===== src/hdl/wb_ram_pkg.sv =====
// Wishbone RAM shared definitions
package wb_ram_pkg;

  //////////////////////////////////////////////////
  // Bus dimensions
  //////////////////////////////////////////////////

  // Data and address width of the Wishbone port
  localparam int DW = 32;
  localparam int AW = 32;

  // One select bit per byte lane
  localparam int SEL_W = DW / 8;

  //////////////////////////////////////////////////
  // Memory dimensions
  //////////////////////////////////////////////////

  // Byte address bits decoded by the RAM, 4 KB
  localparam int MEM_ADR_WIDTH = 12;

  // Word address, byte offset dropped
  localparam int WORD_ADR_W = MEM_ADR_WIDTH - 2;

  // Word count follows from the word address width
  localparam int MEM_WORDS = 1 << WORD_ADR_W;

  //////////////////////////////////////////////////
  // Wishbone B3 cycle tags
  //////////////////////////////////////////////////

  // Cycle type identifier
  typedef enum logic [2:0] {
    CTI_CLASSIC = 3'b000,
    CTI_CONST   = 3'b001,
    CTI_INCR    = 3'b010,
    CTI_END     = 3'b111
  } wb_cti_e;

  // Burst type extension, wrap size of incrementing bursts
  typedef enum logic [1:0] {
    BTE_LINEAR = 2'b00,
    BTE_WRAP4  = 2'b01,
    BTE_WRAP8  = 2'b10,
    BTE_WRAP16 = 2'b11
  } wb_bte_e;

endpackage


===== src/hdl/wb_ram_bus_if.sv =====
// Wishbone RAM request bundle
`timescale 1ns/1ps

interface wb_ram_bus_if
  import wb_ram_pkg::*;
();

  // Request fields, all driven by the top level
  logic [AW-1:0]    adr;
  logic [DW-1:0]    dat;
  logic [SEL_W-1:0] sel;
  logic             we;
  wb_cti_e          cti;
  wb_bte_e          bte;
  logic             cyc;
  logic             stb;

  // Burst address generator
  modport adr_gen (
    input adr, cti, bte, cyc, stb
  );

  // Acknowledge and error control
  modport ctrl (
    input adr, cti, cyc, stb
  );

  // Memory array, write side only
  modport array (
    input dat, sel, we
  );

endinterface


===== src/hdl/wb_cycle_ctrl.sv =====
// Wishbone cycle and acknowledge control
`timescale 1ns/1ps

module wb_cycle_ctrl
  import wb_ram_pkg::*;
(
  input  logic       wb_clk_i,
  input  logic       wb_rst_i,
  wb_ram_bus_if.ctrl bus,
  input  logic       adr_mismatch_i,
  output logic       ack_o,
  output logic       err_o,
  output logic       burst_active_o
);

  // Registered feedback acknowledge
  logic ack_q;

  // Burst tracking
  logic burst_q;
  logic burst_start;
  logic burst_stop;

  // Error sources
  logic range_err;
  logic fault;

  // Top nibble ignored so the RAM can sit away from zero
  assign range_err = bus.cyc && bus.stb && (|bus.adr[AW-5:MEM_ADR_WIDTH]);
  assign fault     = range_err || adr_mismatch_i;

  //////////////////////////////////////////////////
  // Burst state
  //////////////////////////////////////////////////

  assign burst_start = bus.cyc && bus.stb && !burst_q &&
                       ((bus.cti == CTI_CONST) || (bus.cti == CTI_INCR));

  // Last beat acknowledged, or any error
  assign burst_stop = ((bus.cti == CTI_END) && bus.stb && burst_q && ack_o) || err_o;

  always_ff @(posedge wb_clk_i) begin
    if (wb_rst_i) begin
      burst_q <= 1'b0;
    end else if (burst_start) begin
      burst_q <= 1'b1;
    end else if (burst_stop) begin
      burst_q <= 1'b0;
    end
  end

  assign burst_active_o = burst_q;

  //////////////////////////////////////////////////
  // Acknowledge register
  //////////////////////////////////////////////////

  always_ff @(posedge wb_clk_i) begin
    if (wb_rst_i) begin
      ack_q <= 1'b0;
    end else if (!bus.cyc) begin
      // Bus released
      ack_q <= 1'b0;
    end else if (range_err) begin
      ack_q <= 1'b1;
    end else begin
      case (bus.cti)
        // Toggle, one ack every other cycle
        CTI_CLASSIC:         ack_q <= bus.stb ^ ack_q;
        CTI_CONST, CTI_INCR: ack_q <= bus.stb;
        CTI_END:             ack_q <= bus.stb & ~ack_q;
        default:             ack_q <= ack_q;
      endcase
    end
  end

  // Split into ack or err, both gated by stb
  assign ack_o = ack_q && bus.stb && !fault;
  assign err_o = ack_q && bus.stb && fault;

  a_ack_err_excl : assert property (
    @(posedge wb_clk_i) disable iff (wb_rst_i) !(ack_o && err_o)
  );

  a_resp_needs_stb : assert property (
    @(posedge wb_clk_i) disable iff (wb_rst_i) (ack_o || err_o) |-> bus.stb
  );

endmodule


===== src/flat_wrapper.sv =====
// flat-port wrapper written by rule: the top's interface ports become plain ports
module wb_cycle_ctrl_flat import wb_ram_pkg::*;
  (wb_clk_i, wb_rst_i, adr_mismatch_i, ack_o, err_o, burst_active_o, bus_adr, bus_cti, bus_cyc, bus_stb);
  wb_ram_bus_if bus_i ();
  input  logic wb_clk_i;
  input  logic wb_rst_i;
  input  logic adr_mismatch_i;
  output logic ack_o;
  output logic err_o;
  output logic burst_active_o;
  input wire logic [$bits(bus_i.adr)-1:0] bus_adr;
  input wire logic [$bits(bus_i.cti)-1:0] bus_cti;
  input wire logic [$bits(bus_i.cyc)-1:0] bus_cyc;
  input wire logic [$bits(bus_i.stb)-1:0] bus_stb;
  assign bus_i.adr = bus_adr;
  assign bus_i.cti = bus_cti;
  assign bus_i.cyc = bus_cyc;
  assign bus_i.stb = bus_stb;
  wb_cycle_ctrl u_core (.wb_clk_i(wb_clk_i), .wb_rst_i(wb_rst_i), .bus(bus_i), .adr_mismatch_i(adr_mismatch_i), .ack_o(ack_o), .err_o(err_o), .burst_active_o(burst_active_o));
endmodule

===== config.mk =====
export PLATFORM = sky130hd
export DESIGN_NAME = wb_cycle_ctrl_flat
export DESIGN_NICKNAME = d
export VERILOG_FILES = /design/src/hdl/wb_ram_pkg.sv /design/src/hdl/wb_ram_bus_if.sv /design/src/hdl/wb_cycle_ctrl.sv /design/src/flat_wrapper.sv
export SDC_FILE = /design/constraint.sdc
export NUM_CORES = 1
export LEC_CHECK = 0
export ABC_CLOCK_PERIOD_IN_PS = 1600
export BUFFER_PORTS_ARGS = -buffer_cell sky130_fd_sc_hd__buf_2
export CAP_MARGIN = 30
export CORE_AREA = 3 3 40 42
export DETAILED_ROUTE_END_ITERATION = 10
export DIE_AREA = 0 0 43 45
export GPL_TIMING_DRIVEN = 0
export PLACE_DENSITY = 0.65
export REMOVE_ABC_BUFFERS = 1
export SYNTH_ARGS = -nofsm -noshare
export SYNTH_HDL_FRONTEND = slang
export SYNTH_SLANG_ARGS = --single-unit

===== constraint.sdc =====
create_clock -name wb_clk_i -period 1.6 [get_ports wb_clk_i]
set_input_delay 0.16 -clock wb_clk_i [delete_from_list [all_inputs] [get_ports wb_clk_i]]
set_output_delay 0.16 -clock wb_clk_i [all_outputs]
set_load 0.01 [all_outputs]

==> impl_metrics.toml <==
[sta]
finalHoldViolations = 0
slew_headroom = 0.854
slew_viol_final = 0
setup_viol = 0
fmax_ghz = 0.727
fin_crit_ns = 1.38
timing.final.crit_share = 0.860
worst_slew_pin_slew_ns = 0.218
rsz0062_at_grt = "false"
setup_tns_ns = 0
finClkSkew_ns = 0.00147

[yosys]
synth_top_area_frac = 0.158
synth_warnings = 0
synthTopCellsByCount = "4 x nand2_1, 3 x nand2b_1, 3 x nor4_2"
syn_area_sq_um = 253
avgSynthCellArea_sq_um = 8.15
yosys-top-cells-area = "dfxtp_1 16%, nor4_2 15%, ha_1 9.9%, nand2b_1 7.4%, xnor2_1 6.9%"
synthDistinctLibCells = 20
post-synth-top-count-cell = "nand2_1"
synth_top_area_cell = "dfxtp_1"
seq_area_frac_synth = 0.158
ys_ff_latch = 2
synth-edff-count = 0
async_reset_ff_frac = 0
ys.flop_type = "dfxtp_1"
syn_inst = 31

[placement]
io_buffers = 26
place.gp.congestion = 0.719
place_area_sq_um = 402
hpwl_microns = 615

[global_routing]
grt_max_degree = 8
grt-ovfl-total = 0
grt_pass1_vias = 336
grt_pass1_wl_microns = 1210
grtUsageTotal = 0.0814
antenna_found_initial = 0

[floorplan]
die_y_microns = 45
coreArea_sq_mm = 0.00128
design.die.area_sq_mm = 0.00194
placementRows = 13
die_x_microns = 43
initial_core_util = 0.197
ios = 43

[route]
drc = 0
routed_via_density = 4.61
avgRoutedWirePerCell_microns = 9.72
antenna_left = 0
vias = 346
routed_wl_microns = 729
dr.pass1.iters = 3
drt_iter0_drc = 2

[pwr]
p_comb_frac = 0.310
intPower_mw = 0.176
clkPwrFrac = 0.460
pwr-share-seq = 0.230
switching_share = 0.259
cellLeakagePower_nw = 0.203
p_per_area_mw_per_mm2 = 560
power.switching_mw = 0.0614
max-vdd-ir-drop_v = 0.000335

[final_layout]
antenna_cells = 0
nets = 104
drive_gt1_frac = 0.533
fin_area_sq_um = 424
post-route-util = 0.330
syn2layout_area_growth_pct = 67.8

[cts]
hold_buffers = 0
clock_latency_ns = 0.22
htreeDepth = 1
cts_sinks = 2
postCtsSetupBuffers = 0
cts_buffers = 3
cts_tree = "built"
root_buffer = "clkbuf_4"
clk_pin_slew_ns = 0.03
max-clock-path-buffers = 2
cts_resized = 0

[worst_setup_path]
endpoint_kind = "output port"
crit_type = "in2out"
critPathMaxFanout = 3
cp.arrival_ns = 1.22
required_ns = 1.44
startpoint_type = "input pin"

[run_status]
status = "completed"

[worst_hold_path]
holdCritPathClass = "in2reg"

[flow_run]
maxCapViolCount = 0
[per-layer routing]
| metal | GRT usage | routed length, microns | vias to the layer above |
|---|---|---|---|
| met3 | 0.0199 | 117 | 0 |
| met2 | 0.135 | 316 | 22 |
| met1 | 0.0933 | 296 | 145 |
| li1 | - | - | 179 |
| met5 | 0 | 0 | - |
| met4 | 0.0542 | 0 | 0 |
[final timing paths]
path | depth (start not counted) | to | slack (ns) | from
max reg2reg | 6 | u_core.ack_q | 0.33 | u_core.ack_q
min | 2 | u_core.burst_active_o | 0.11 | wb_rst_i
min reg2reg | 1 | u_core.burst_active_o | 0.47 | u_core.burst_active_o
max | 6 | ack_o | 0.22 | bus_adr[13]
[placed cells by master, fill, tap and decap left out, types with 2 or more instances in the layout]
cell      count
xnor2_1       2
dfxtp_1       2
nor2b_1       2
nand2b_1      3
buf_2        26
nand2_1       4
clkbuf_4      3
ha_1          2
nor4_2        3
[registers in the layout, summed over array words and instances, names as in the netlist]
register and count:
u_core.ack_q 1, u_core.burst_active_o 1
[logic make-up (layout without fill, tap and decap cells)]
logic type,count (synthesis),in the layout,share of synthesized area
AO/OA/AOI/OAI,7,7,0.218
flip-flops,2,2,0.158
buffers and inverters,1,30,0.0148
adder cells (fa/ha/maj),2,2,0.0990
XOR/XNOR,2,2,0.0693
AND/OR/NAND/NOR,17,17,0.441
[power groups by stage]
stage	registers [mW]	logic, mW	clock network [mW]
6_report	0.0546	0.0737	0.109
3_5_place_dp	0.0552	0.0744	0
2_1_floorplan	0.0555	0.0303	0
4_1_cts	0.0546	0.0746	0.116
3_3_place_gp	0.0551	0.0733	0
5_1_grt	0.0548	0.0835	0.121
[worst max-delay path, cell delays in order]
cell	delay, ns
buf_2	0.10
nor4_2	0.27
a41o_1	0.25
nor2b_1	0.17
and2_1	0.14
buf_2	0.12
[metrics by stage]
| step | setup WS, ns | total power, mW | cells | hold WS (ns) |
|---|---|---|---|---|
| floorplan | 0.432 | 0.0858 | 31 | 0.232 |
| detailed placement | 0.205 | 0.130 | 72 | 0.337 |
| global route | 0.139 | 0.259 | 75 | 0.112 |
| CTS | 0.205 | 0.246 | 75 | 0.101 |
| global placement | 0.249 | 0.128 | 72 | 0.341 |
| finish | 0.224 | 0.238 | 75 | 0.109 |
[area by class of cell]
type | instances | area, sq um
well taps | 15 | 18.8
flip-flops and latches | 2 | 40.0
repair buffers | 26 | 130
fillers | 136 | 861
multi-input cells | 28 | 209
clock buffers | 3 | 22.5
inverters | 1 | 3.75
Power figures use the tool's default switching activity.
