File: src/hdl/wb_ram_pkg.sv
// Wishbone RAM shared definitions
package wb_ram_pkg;

  //////////////////////////////////////////////////
  // Bus dimensions
  //////////////////////////////////////////////////

  // Data and address width of the Wishbone port
  localparam int DW = 32;
  localparam int AW = 32;

  // One select bit per byte lane
  localparam int SEL_W = DW / 8;

  //////////////////////////////////////////////////
  // Memory dimensions
  //////////////////////////////////////////////////

  // Byte address bits decoded by the RAM, 4 KB
  localparam int MEM_ADR_WIDTH = 12;

  // Word address, byte offset dropped
  localparam int WORD_ADR_W = MEM_ADR_WIDTH - 2;

  // Word count follows from the word address width
  localparam int MEM_WORDS = 1 << WORD_ADR_W;

  //////////////////////////////////////////////////
  // Wishbone B3 cycle tags
  //////////////////////////////////////////////////

  // Cycle type identifier
  typedef enum logic [2:0] {
    CTI_CLASSIC = 3'b000,
    CTI_CONST   = 3'b001,
    CTI_INCR    = 3'b010,
    CTI_END     = 3'b111
  } wb_cti_e;

  // Burst type extension, wrap size of incrementing bursts
  typedef enum logic [1:0] {
    BTE_LINEAR = 2'b00,
    BTE_WRAP4  = 2'b01,
    BTE_WRAP8  = 2'b10,
    BTE_WRAP16 = 2'b11
  } wb_bte_e;

endpackage

File: src/hdl/wb_ram_bus_if.sv
// Wishbone RAM request bundle
`timescale 1ns/1ps

interface wb_ram_bus_if
  import wb_ram_pkg::*;
();

  // Request fields, all driven by the top level
  logic [AW-1:0]    adr;
  logic [DW-1:0]    dat;
  logic [SEL_W-1:0] sel;
  logic             we;
  wb_cti_e          cti;
  wb_bte_e          bte;
  logic             cyc;
  logic             stb;

  // Burst address generator
  modport adr_gen (
    input adr, cti, bte, cyc, stb
  );

  // Acknowledge and error control
  modport ctrl (
    input adr, cti, cyc, stb
  );

  // Memory array, write side only
  modport array (
    input dat, sel, we
  );

endinterface

File: src/hdl/wb_burst_adr_gen.sv
// Burst address generator
`timescale 1ns/1ps

module wb_burst_adr_gen
  import wb_ram_pkg::*;
(
  input  logic                  wb_clk_i,
  input  logic                  wb_rst_i,
  wb_ram_bus_if.adr_gen         bus,
  input  logic                  ack_i,
  input  logic                  burst_active_i,
  output logic [WORD_ADR_W-1:0] word_adr_o,
  output logic                  adr_mismatch_o
);

  // Registered cycle and burst type
  wb_cti_e cti_q;
  wb_bte_e bte_q;

  // Word address presented to the RAM
  logic [WORD_ADR_W-1:0] word_adr_q;
  logic [WORD_ADR_W-1:0] adr_next;

  // Incoming word address, byte offset dropped
  logic [WORD_ADR_W-1:0] bus_word_adr;

  assign bus_word_adr = bus.adr[MEM_ADR_WIDTH-1:2];

  // Burst tags sampled every cycle
  always_ff @(posedge wb_clk_i) begin
    if (wb_rst_i) begin
      cti_q <= CTI_CLASSIC;
      bte_q <= BTE_LINEAR;
    end else begin
      cti_q <= bus.cti;
      bte_q <= bus.bte;
    end
  end

  //////////////////////////////////////////////////
  // Next beat prediction
  //////////////////////////////////////////////////

  // Wrap modes touch only the low bits
  always_comb begin
    adr_next = word_adr_q;
    case (bte_q)
      BTE_LINEAR: adr_next = word_adr_q + 1'b1;
      BTE_WRAP4:  adr_next[1:0] = word_adr_q[1:0] + 2'd1;
      BTE_WRAP8:  adr_next[2:0] = word_adr_q[2:0] + 3'd1;
      BTE_WRAP16: adr_next[3:0] = word_adr_q[3:0] + 4'd1;
      default:    adr_next = word_adr_q;
    endcase
  end

  // Burst start loads via the bus path, burst_active is still low then
  always_ff @(posedge wb_clk_i) begin
    if (wb_rst_i) begin
      word_adr_q <= '0;
    end else if (burst_active_i) begin
      // Step only on acknowledged incrementing beats
      if ((cti_q == CTI_INCR) && ack_i) begin
        word_adr_q <= adr_next;
      end
    end else if (bus.cyc && bus.stb) begin
      word_adr_q <= bus_word_adr;
    end
  end

  assign word_adr_o = word_adr_q;

  // Master left the predicted address
  assign adr_mismatch_o = burst_active_i && (word_adr_q != bus_word_adr);

  // Address stays known across bursts and classic cycles
  a_word_adr_known : assert property (
    @(posedge wb_clk_i) disable iff (wb_rst_i)
    !$isunknown(word_adr_q)
  );

endmodule

File: src/flat_wrapper.sv
// flat-port wrapper written by rule: the top's interface ports become plain ports
module wb_burst_adr_gen_flat import wb_ram_pkg::*;
  (wb_clk_i, wb_rst_i, ack_i, burst_active_i, word_adr_o, adr_mismatch_o, bus_adr, bus_cti, bus_bte, bus_cyc, bus_stb);
  wb_ram_bus_if bus_i ();
  input  logic wb_clk_i;
  input  logic wb_rst_i;
  input  logic ack_i;
  input  logic burst_active_i;
  output logic [WORD_ADR_W-1:0] word_adr_o;
  output logic adr_mismatch_o;
  input wire logic [$bits(bus_i.adr)-1:0] bus_adr;
  input wire logic [$bits(bus_i.cti)-1:0] bus_cti;
  input wire logic [$bits(bus_i.bte)-1:0] bus_bte;
  input wire logic [$bits(bus_i.cyc)-1:0] bus_cyc;
  input wire logic [$bits(bus_i.stb)-1:0] bus_stb;
  assign bus_i.adr = bus_adr;
  assign bus_i.cti = bus_cti;
  assign bus_i.bte = bus_bte;
  assign bus_i.cyc = bus_cyc;
  assign bus_i.stb = bus_stb;
  wb_burst_adr_gen u_core (.wb_clk_i(wb_clk_i), .wb_rst_i(wb_rst_i), .bus(bus_i), .ack_i(ack_i), .burst_active_i(burst_active_i), .word_adr_o(word_adr_o), .adr_mismatch_o(adr_mismatch_o));
endmodule
File: config.mk
export PLATFORM = sky130hd
export DESIGN_NAME = wb_burst_adr_gen_flat
export DESIGN_NICKNAME = d
export VERILOG_FILES = /design/src/hdl/wb_ram_pkg.sv /design/src/hdl/wb_ram_bus_if.sv /design/src/hdl/wb_burst_adr_gen.sv /design/src/flat_wrapper.sv
export SDC_FILE = /design/constraint.sdc
export NUM_CORES = 1
export LEC_CHECK = 0
export BUFFER_PORTS_ARGS = -buffer_cell sky130_fd_sc_hd__buf_2
export CAP_MARGIN = 10
export CELL_PAD_IN_SITES_DETAIL_PLACEMENT = 0
export CELL_PAD_IN_SITES_GLOBAL_PLACEMENT = 1
export CORE_MARGIN = 3
export CORE_UTILIZATION = 32
export DETAILED_ROUTE_END_ITERATION = 10
export MAX_ROUTING_LAYER = met4
export PLACE_DENSITY_LB_ADDON = 0.1
export SETUP_SLACK_MARGIN = 0.1
export SLEW_MARGIN = 20
export SYNTH_ARGS = -nofsm -noshare
export SYNTH_HDL_FRONTEND = slang
export SYNTH_SLANG_ARGS = --single-unit
File: constraint.sdc
create_clock -name wb_clk_i -period 3.3 [get_ports wb_clk_i]
set_clock_uncertainty 0.1 [all_clocks]
set_input_delay 0.165 -clock wb_clk_i [delete_from_list [all_inputs] [get_ports wb_clk_i]]
set_output_delay 0.165 -clock wb_clk_i [all_outputs]
set_load 0.02 [all_outputs]
==> results by group <==
Route
  – Drt initial violations: 26
  – DR pass1 iterations: 4
  – Routed Antenna Nets: 0
  – Residual DRC count: 0
  – DRT Wirelength: 2521 um
  – Total number of vias: 969
  – WL per Instance: 13.78 um
  – Via/cell ratio: 5.295

STA
  – Setup TNS: 0 ns
  – Hold WS: 0.06354 ns
  – Worst Tran Pin Value: 0.4006 ns
  – Final setup viols: 0
  – Final slew viol count: 0
  – Final min period: 1.911 ns
  – Fmax: 523.4 MHz
  – Setup WS post-layout: 1.389 ns
  – Slew headroom: 0.7305
  – Final Hold Fails: 0
  – Final Cycle Share: 0.5790
  – RSZ-0062 raised after global routing: no

Synthesis
  – Most common cell in the synthesized netlist: dfxtp_1
  – Post-Syn Instances: 119
  – Synthesized Nets: 163
  – Yosys top cell by area: dfxtp_1
  – Commonest cells in the synthesized netlist: 15 x dfxtp_1, 13 x nor2b_1, 12 x o21ai_0, 11 x a21oi_1, 8 x xor2_1
  – Top FF cell, synth: dfxtp_1
  – Mapped Avg Cell Area: 8.128 um2
  – Top cell type's share of synthesized area: 0.3105
  – Number of synthesized flops with an enable pin: 0
  – Async S/R FF share, synth: 0
  – Top area cells in the synthesized netlist: dfxtp_1 31%, nor2b_1 8.4%, xor2_1 7.2%
  – Synth Cell Area: 967.2 um2
  – Synth warnings: 0
  – Cell variety after synth: 35
  – Synth Register Bits: 15
  – Sequential element share of the synthesized area: 0.3105

CTS
  – Post-CTS Setup Bufs: 0
  – Clock transition at path regs: 0.10 ns
  – CTS Hold Bufs: 5
  – Clk Latency, worst-skew pair: 0.29 ns
  – Bufs on Longest Clock Path: 2
  – CTS root buf: clkbuf_4
  – Resized cells post-CTS: 0
  – CTS tree: done
  – H-tree depth: 1
  – CTS Sinks: 15
  – Cts bufs inserted: 3

Cells and area
  – Share of layout cells above drive strength 1: 0.2368
  – Final nets: 197
  – Area grow syn2layout: 23.67%
  – Fillers: 315
  – Diode count: 0

Floorplan
  – Die Ht: 60.98 um
  – Core area: 2829 um2
  – Initial Util: 0.3419
  – Die W: 60.98 um
  – Die area: 3718 um2
  – IO Count: 54
  – FP Rows: 19

Hold path
  – Hold Path End: u_core.word_adr_o[0]$_SDFFE_PP0P_
  – Hold path cells: 3
  – HP Class: input pin to flop
  – Hold_sp: bus_adr[2]

Setup path
  – Worst flop-to-flop path startpoint: u_core.word_adr_o[0]$_SDFFE_PP0P_
  – R2R setup slack: 1.67 ns
  – Arrival time worst endpoint: 1.65 ns
  – Kind of end point of the critical path: primary output
  – Reg2reg path depth: 5
  – Crit path kind: flop to primary output
  – WP data required: 3.03 ns
  – RR Endpoint: u_core.word_adr_o[4]$_SDFFE_PP0P_
  – Critical path startpoint category: flop
  – Worst Path Max Fanout: 8

Flow run
  – Max_cap viols: 0

Global routing
  – Largest net degree at the start of global routing: 23
  – First-pass GRT wire length: 3898 um
  – GR Overflow Total: 0
  – Initial antenna violation count: 0
  – Vias in the first global route: 878
  – Global Route Usage Sum: 0.1462

Power
  – Pwr/cell area: 318.6 nW/um2
  – Overall power: 381.1 uW
  – Max VDD drop: 0.0002373 V
  – Leakage power: 0.4830 nW

Placement
  – Place WS: 1.683 ns
  – Global placer's final weighted congestion: 0.7465
  – Post-DP HPWL: 1845 um
  – Port buffer count: 31

Outcome
  – Status: finished, final reports clean
## flip-flops by register name, indices dropped and copies added, names as in the netlist
name / cells
u_core.bte_q: 2
u_core.cti_q: 3
u_core.word_adr_o: 10
## layout make-up
type,count,area (um2),share of cell area
flip-flops and latches,15,300.3,0.2510
clock buffers,3,22.52,0.01883
inverters,3,11.26,0.009414
clock inverters,1,5.005,0.004184
multi-input cells,94,613.1,0.5126
repair buffers,36,205.2,0.1715
well taps,31,38.79,0.03243
## stage by stage
step           instances  cell area, um2    util
2_1_floorplan        119           967.2       -
3_3_place_gp         174            1119  0.3954
3_5_place_dp         174            1119  0.3954
4_1_cts              183            1196  0.4228
5_1_grt              183            1196  0.4228
6_report             183            1196  0.4228
## cells in the final DEF, fill, tap and decap left out, types with 2 or more instances in the layout
master | Yosys | final
a31oi_1 | 2 | 2
dlygate4sd3_1 | 0 | 5
nand3b_1 | 2 | 2
dfxtp_1 | 15 | 15
a211oi_1 | 2 | 2
and3b_1 | 2 | 2
a21oi_1 | 11 | 11
nor3_1 | 3 | 3
nor4_1 | 7 | 7
o21a_1 | 3 | 3
inv_1 | 3 | 3
nand2b_1 | 4 | 4
nand4_1 | 2 | 2
o21ai_0 | 12 | 12
nand3_1 | 4 | 4
nand2_1 | 4 | 4
xnor2_1 | 3 | 3
clkbuf_4 | 0 | 3
xor2_1 | 8 | 8
nor2b_1 | 13 | 13
buf_2 | 2 | 31
## how the worst max path moves through the flow
| stage | startpoint | cells past startpoint | endpoint |
|---|---|---|---|
| 3_3_place_gp | burst_active_i | 5 | u_core.word_adr_o[7]$_SDFFE_PP0P_ |
| 3_5_place_dp | u_core.word_adr_o[0]$_SDFFE_PP0P_ | 5 | u_core.word_adr_o[4]$_SDFFE_PP0P_ |
| 5_1_grt | u_core.word_adr_o[2]$_SDFFE_PP0P_ | 4 | adr_mismatch_o |
| 6_report | u_core.word_adr_o[2]$_SDFFE_PP0P_ | 4 | adr_mismatch_o |
| 4_1_cts | u_core.word_adr_o[2]$_SDFFE_PP0P_ | 4 | adr_mismatch_o |
| 2_1_floorplan | u_core.word_adr_o[2]$_SDFFE_PP0P_ | 4 | adr_mismatch_o |
## cells by family after synthesis
| group | Yosys count | synth area share |
|---|---|---|
| buffers and inverters | 10 | 0.05563 |
| AO/OA/AOI/OAI | 38 | 0.2484 |
| adder cells (fa/ha/maj) | 1 | 0.01293 |
| AND/OR/NAND/NOR | 44 | 0.2729 |
| flip-flops | 15 | 0.3105 |
| XOR/XNOR | 11 | 0.09962 |
## power breakdown
group          switching [mW]  internal (mW)
sequential            0.00875          0.188
combinational          0.0392         0.0354
clock                  0.0646         0.0450
total                   0.113          0.269
## critical path: stages (launching register included)
cell	delay, ns
dfxtp_1	0.48
xor2_1	0.10
nor4_1	0.40
a41oi_1	0.18
buf_2	0.19
## per-layer routing
layer / wire length [um] / up-vias / track usage
met1: 1248 / 442 / 0.1790
met3: 134 / 2 / 0.04043
met2: 1124 / 23 / 0.2458
li1: - / 502 / -
met4: 14 / 0 / 0.01858
met5: 0 / - / -
Power figures use the tool's default switching activity.
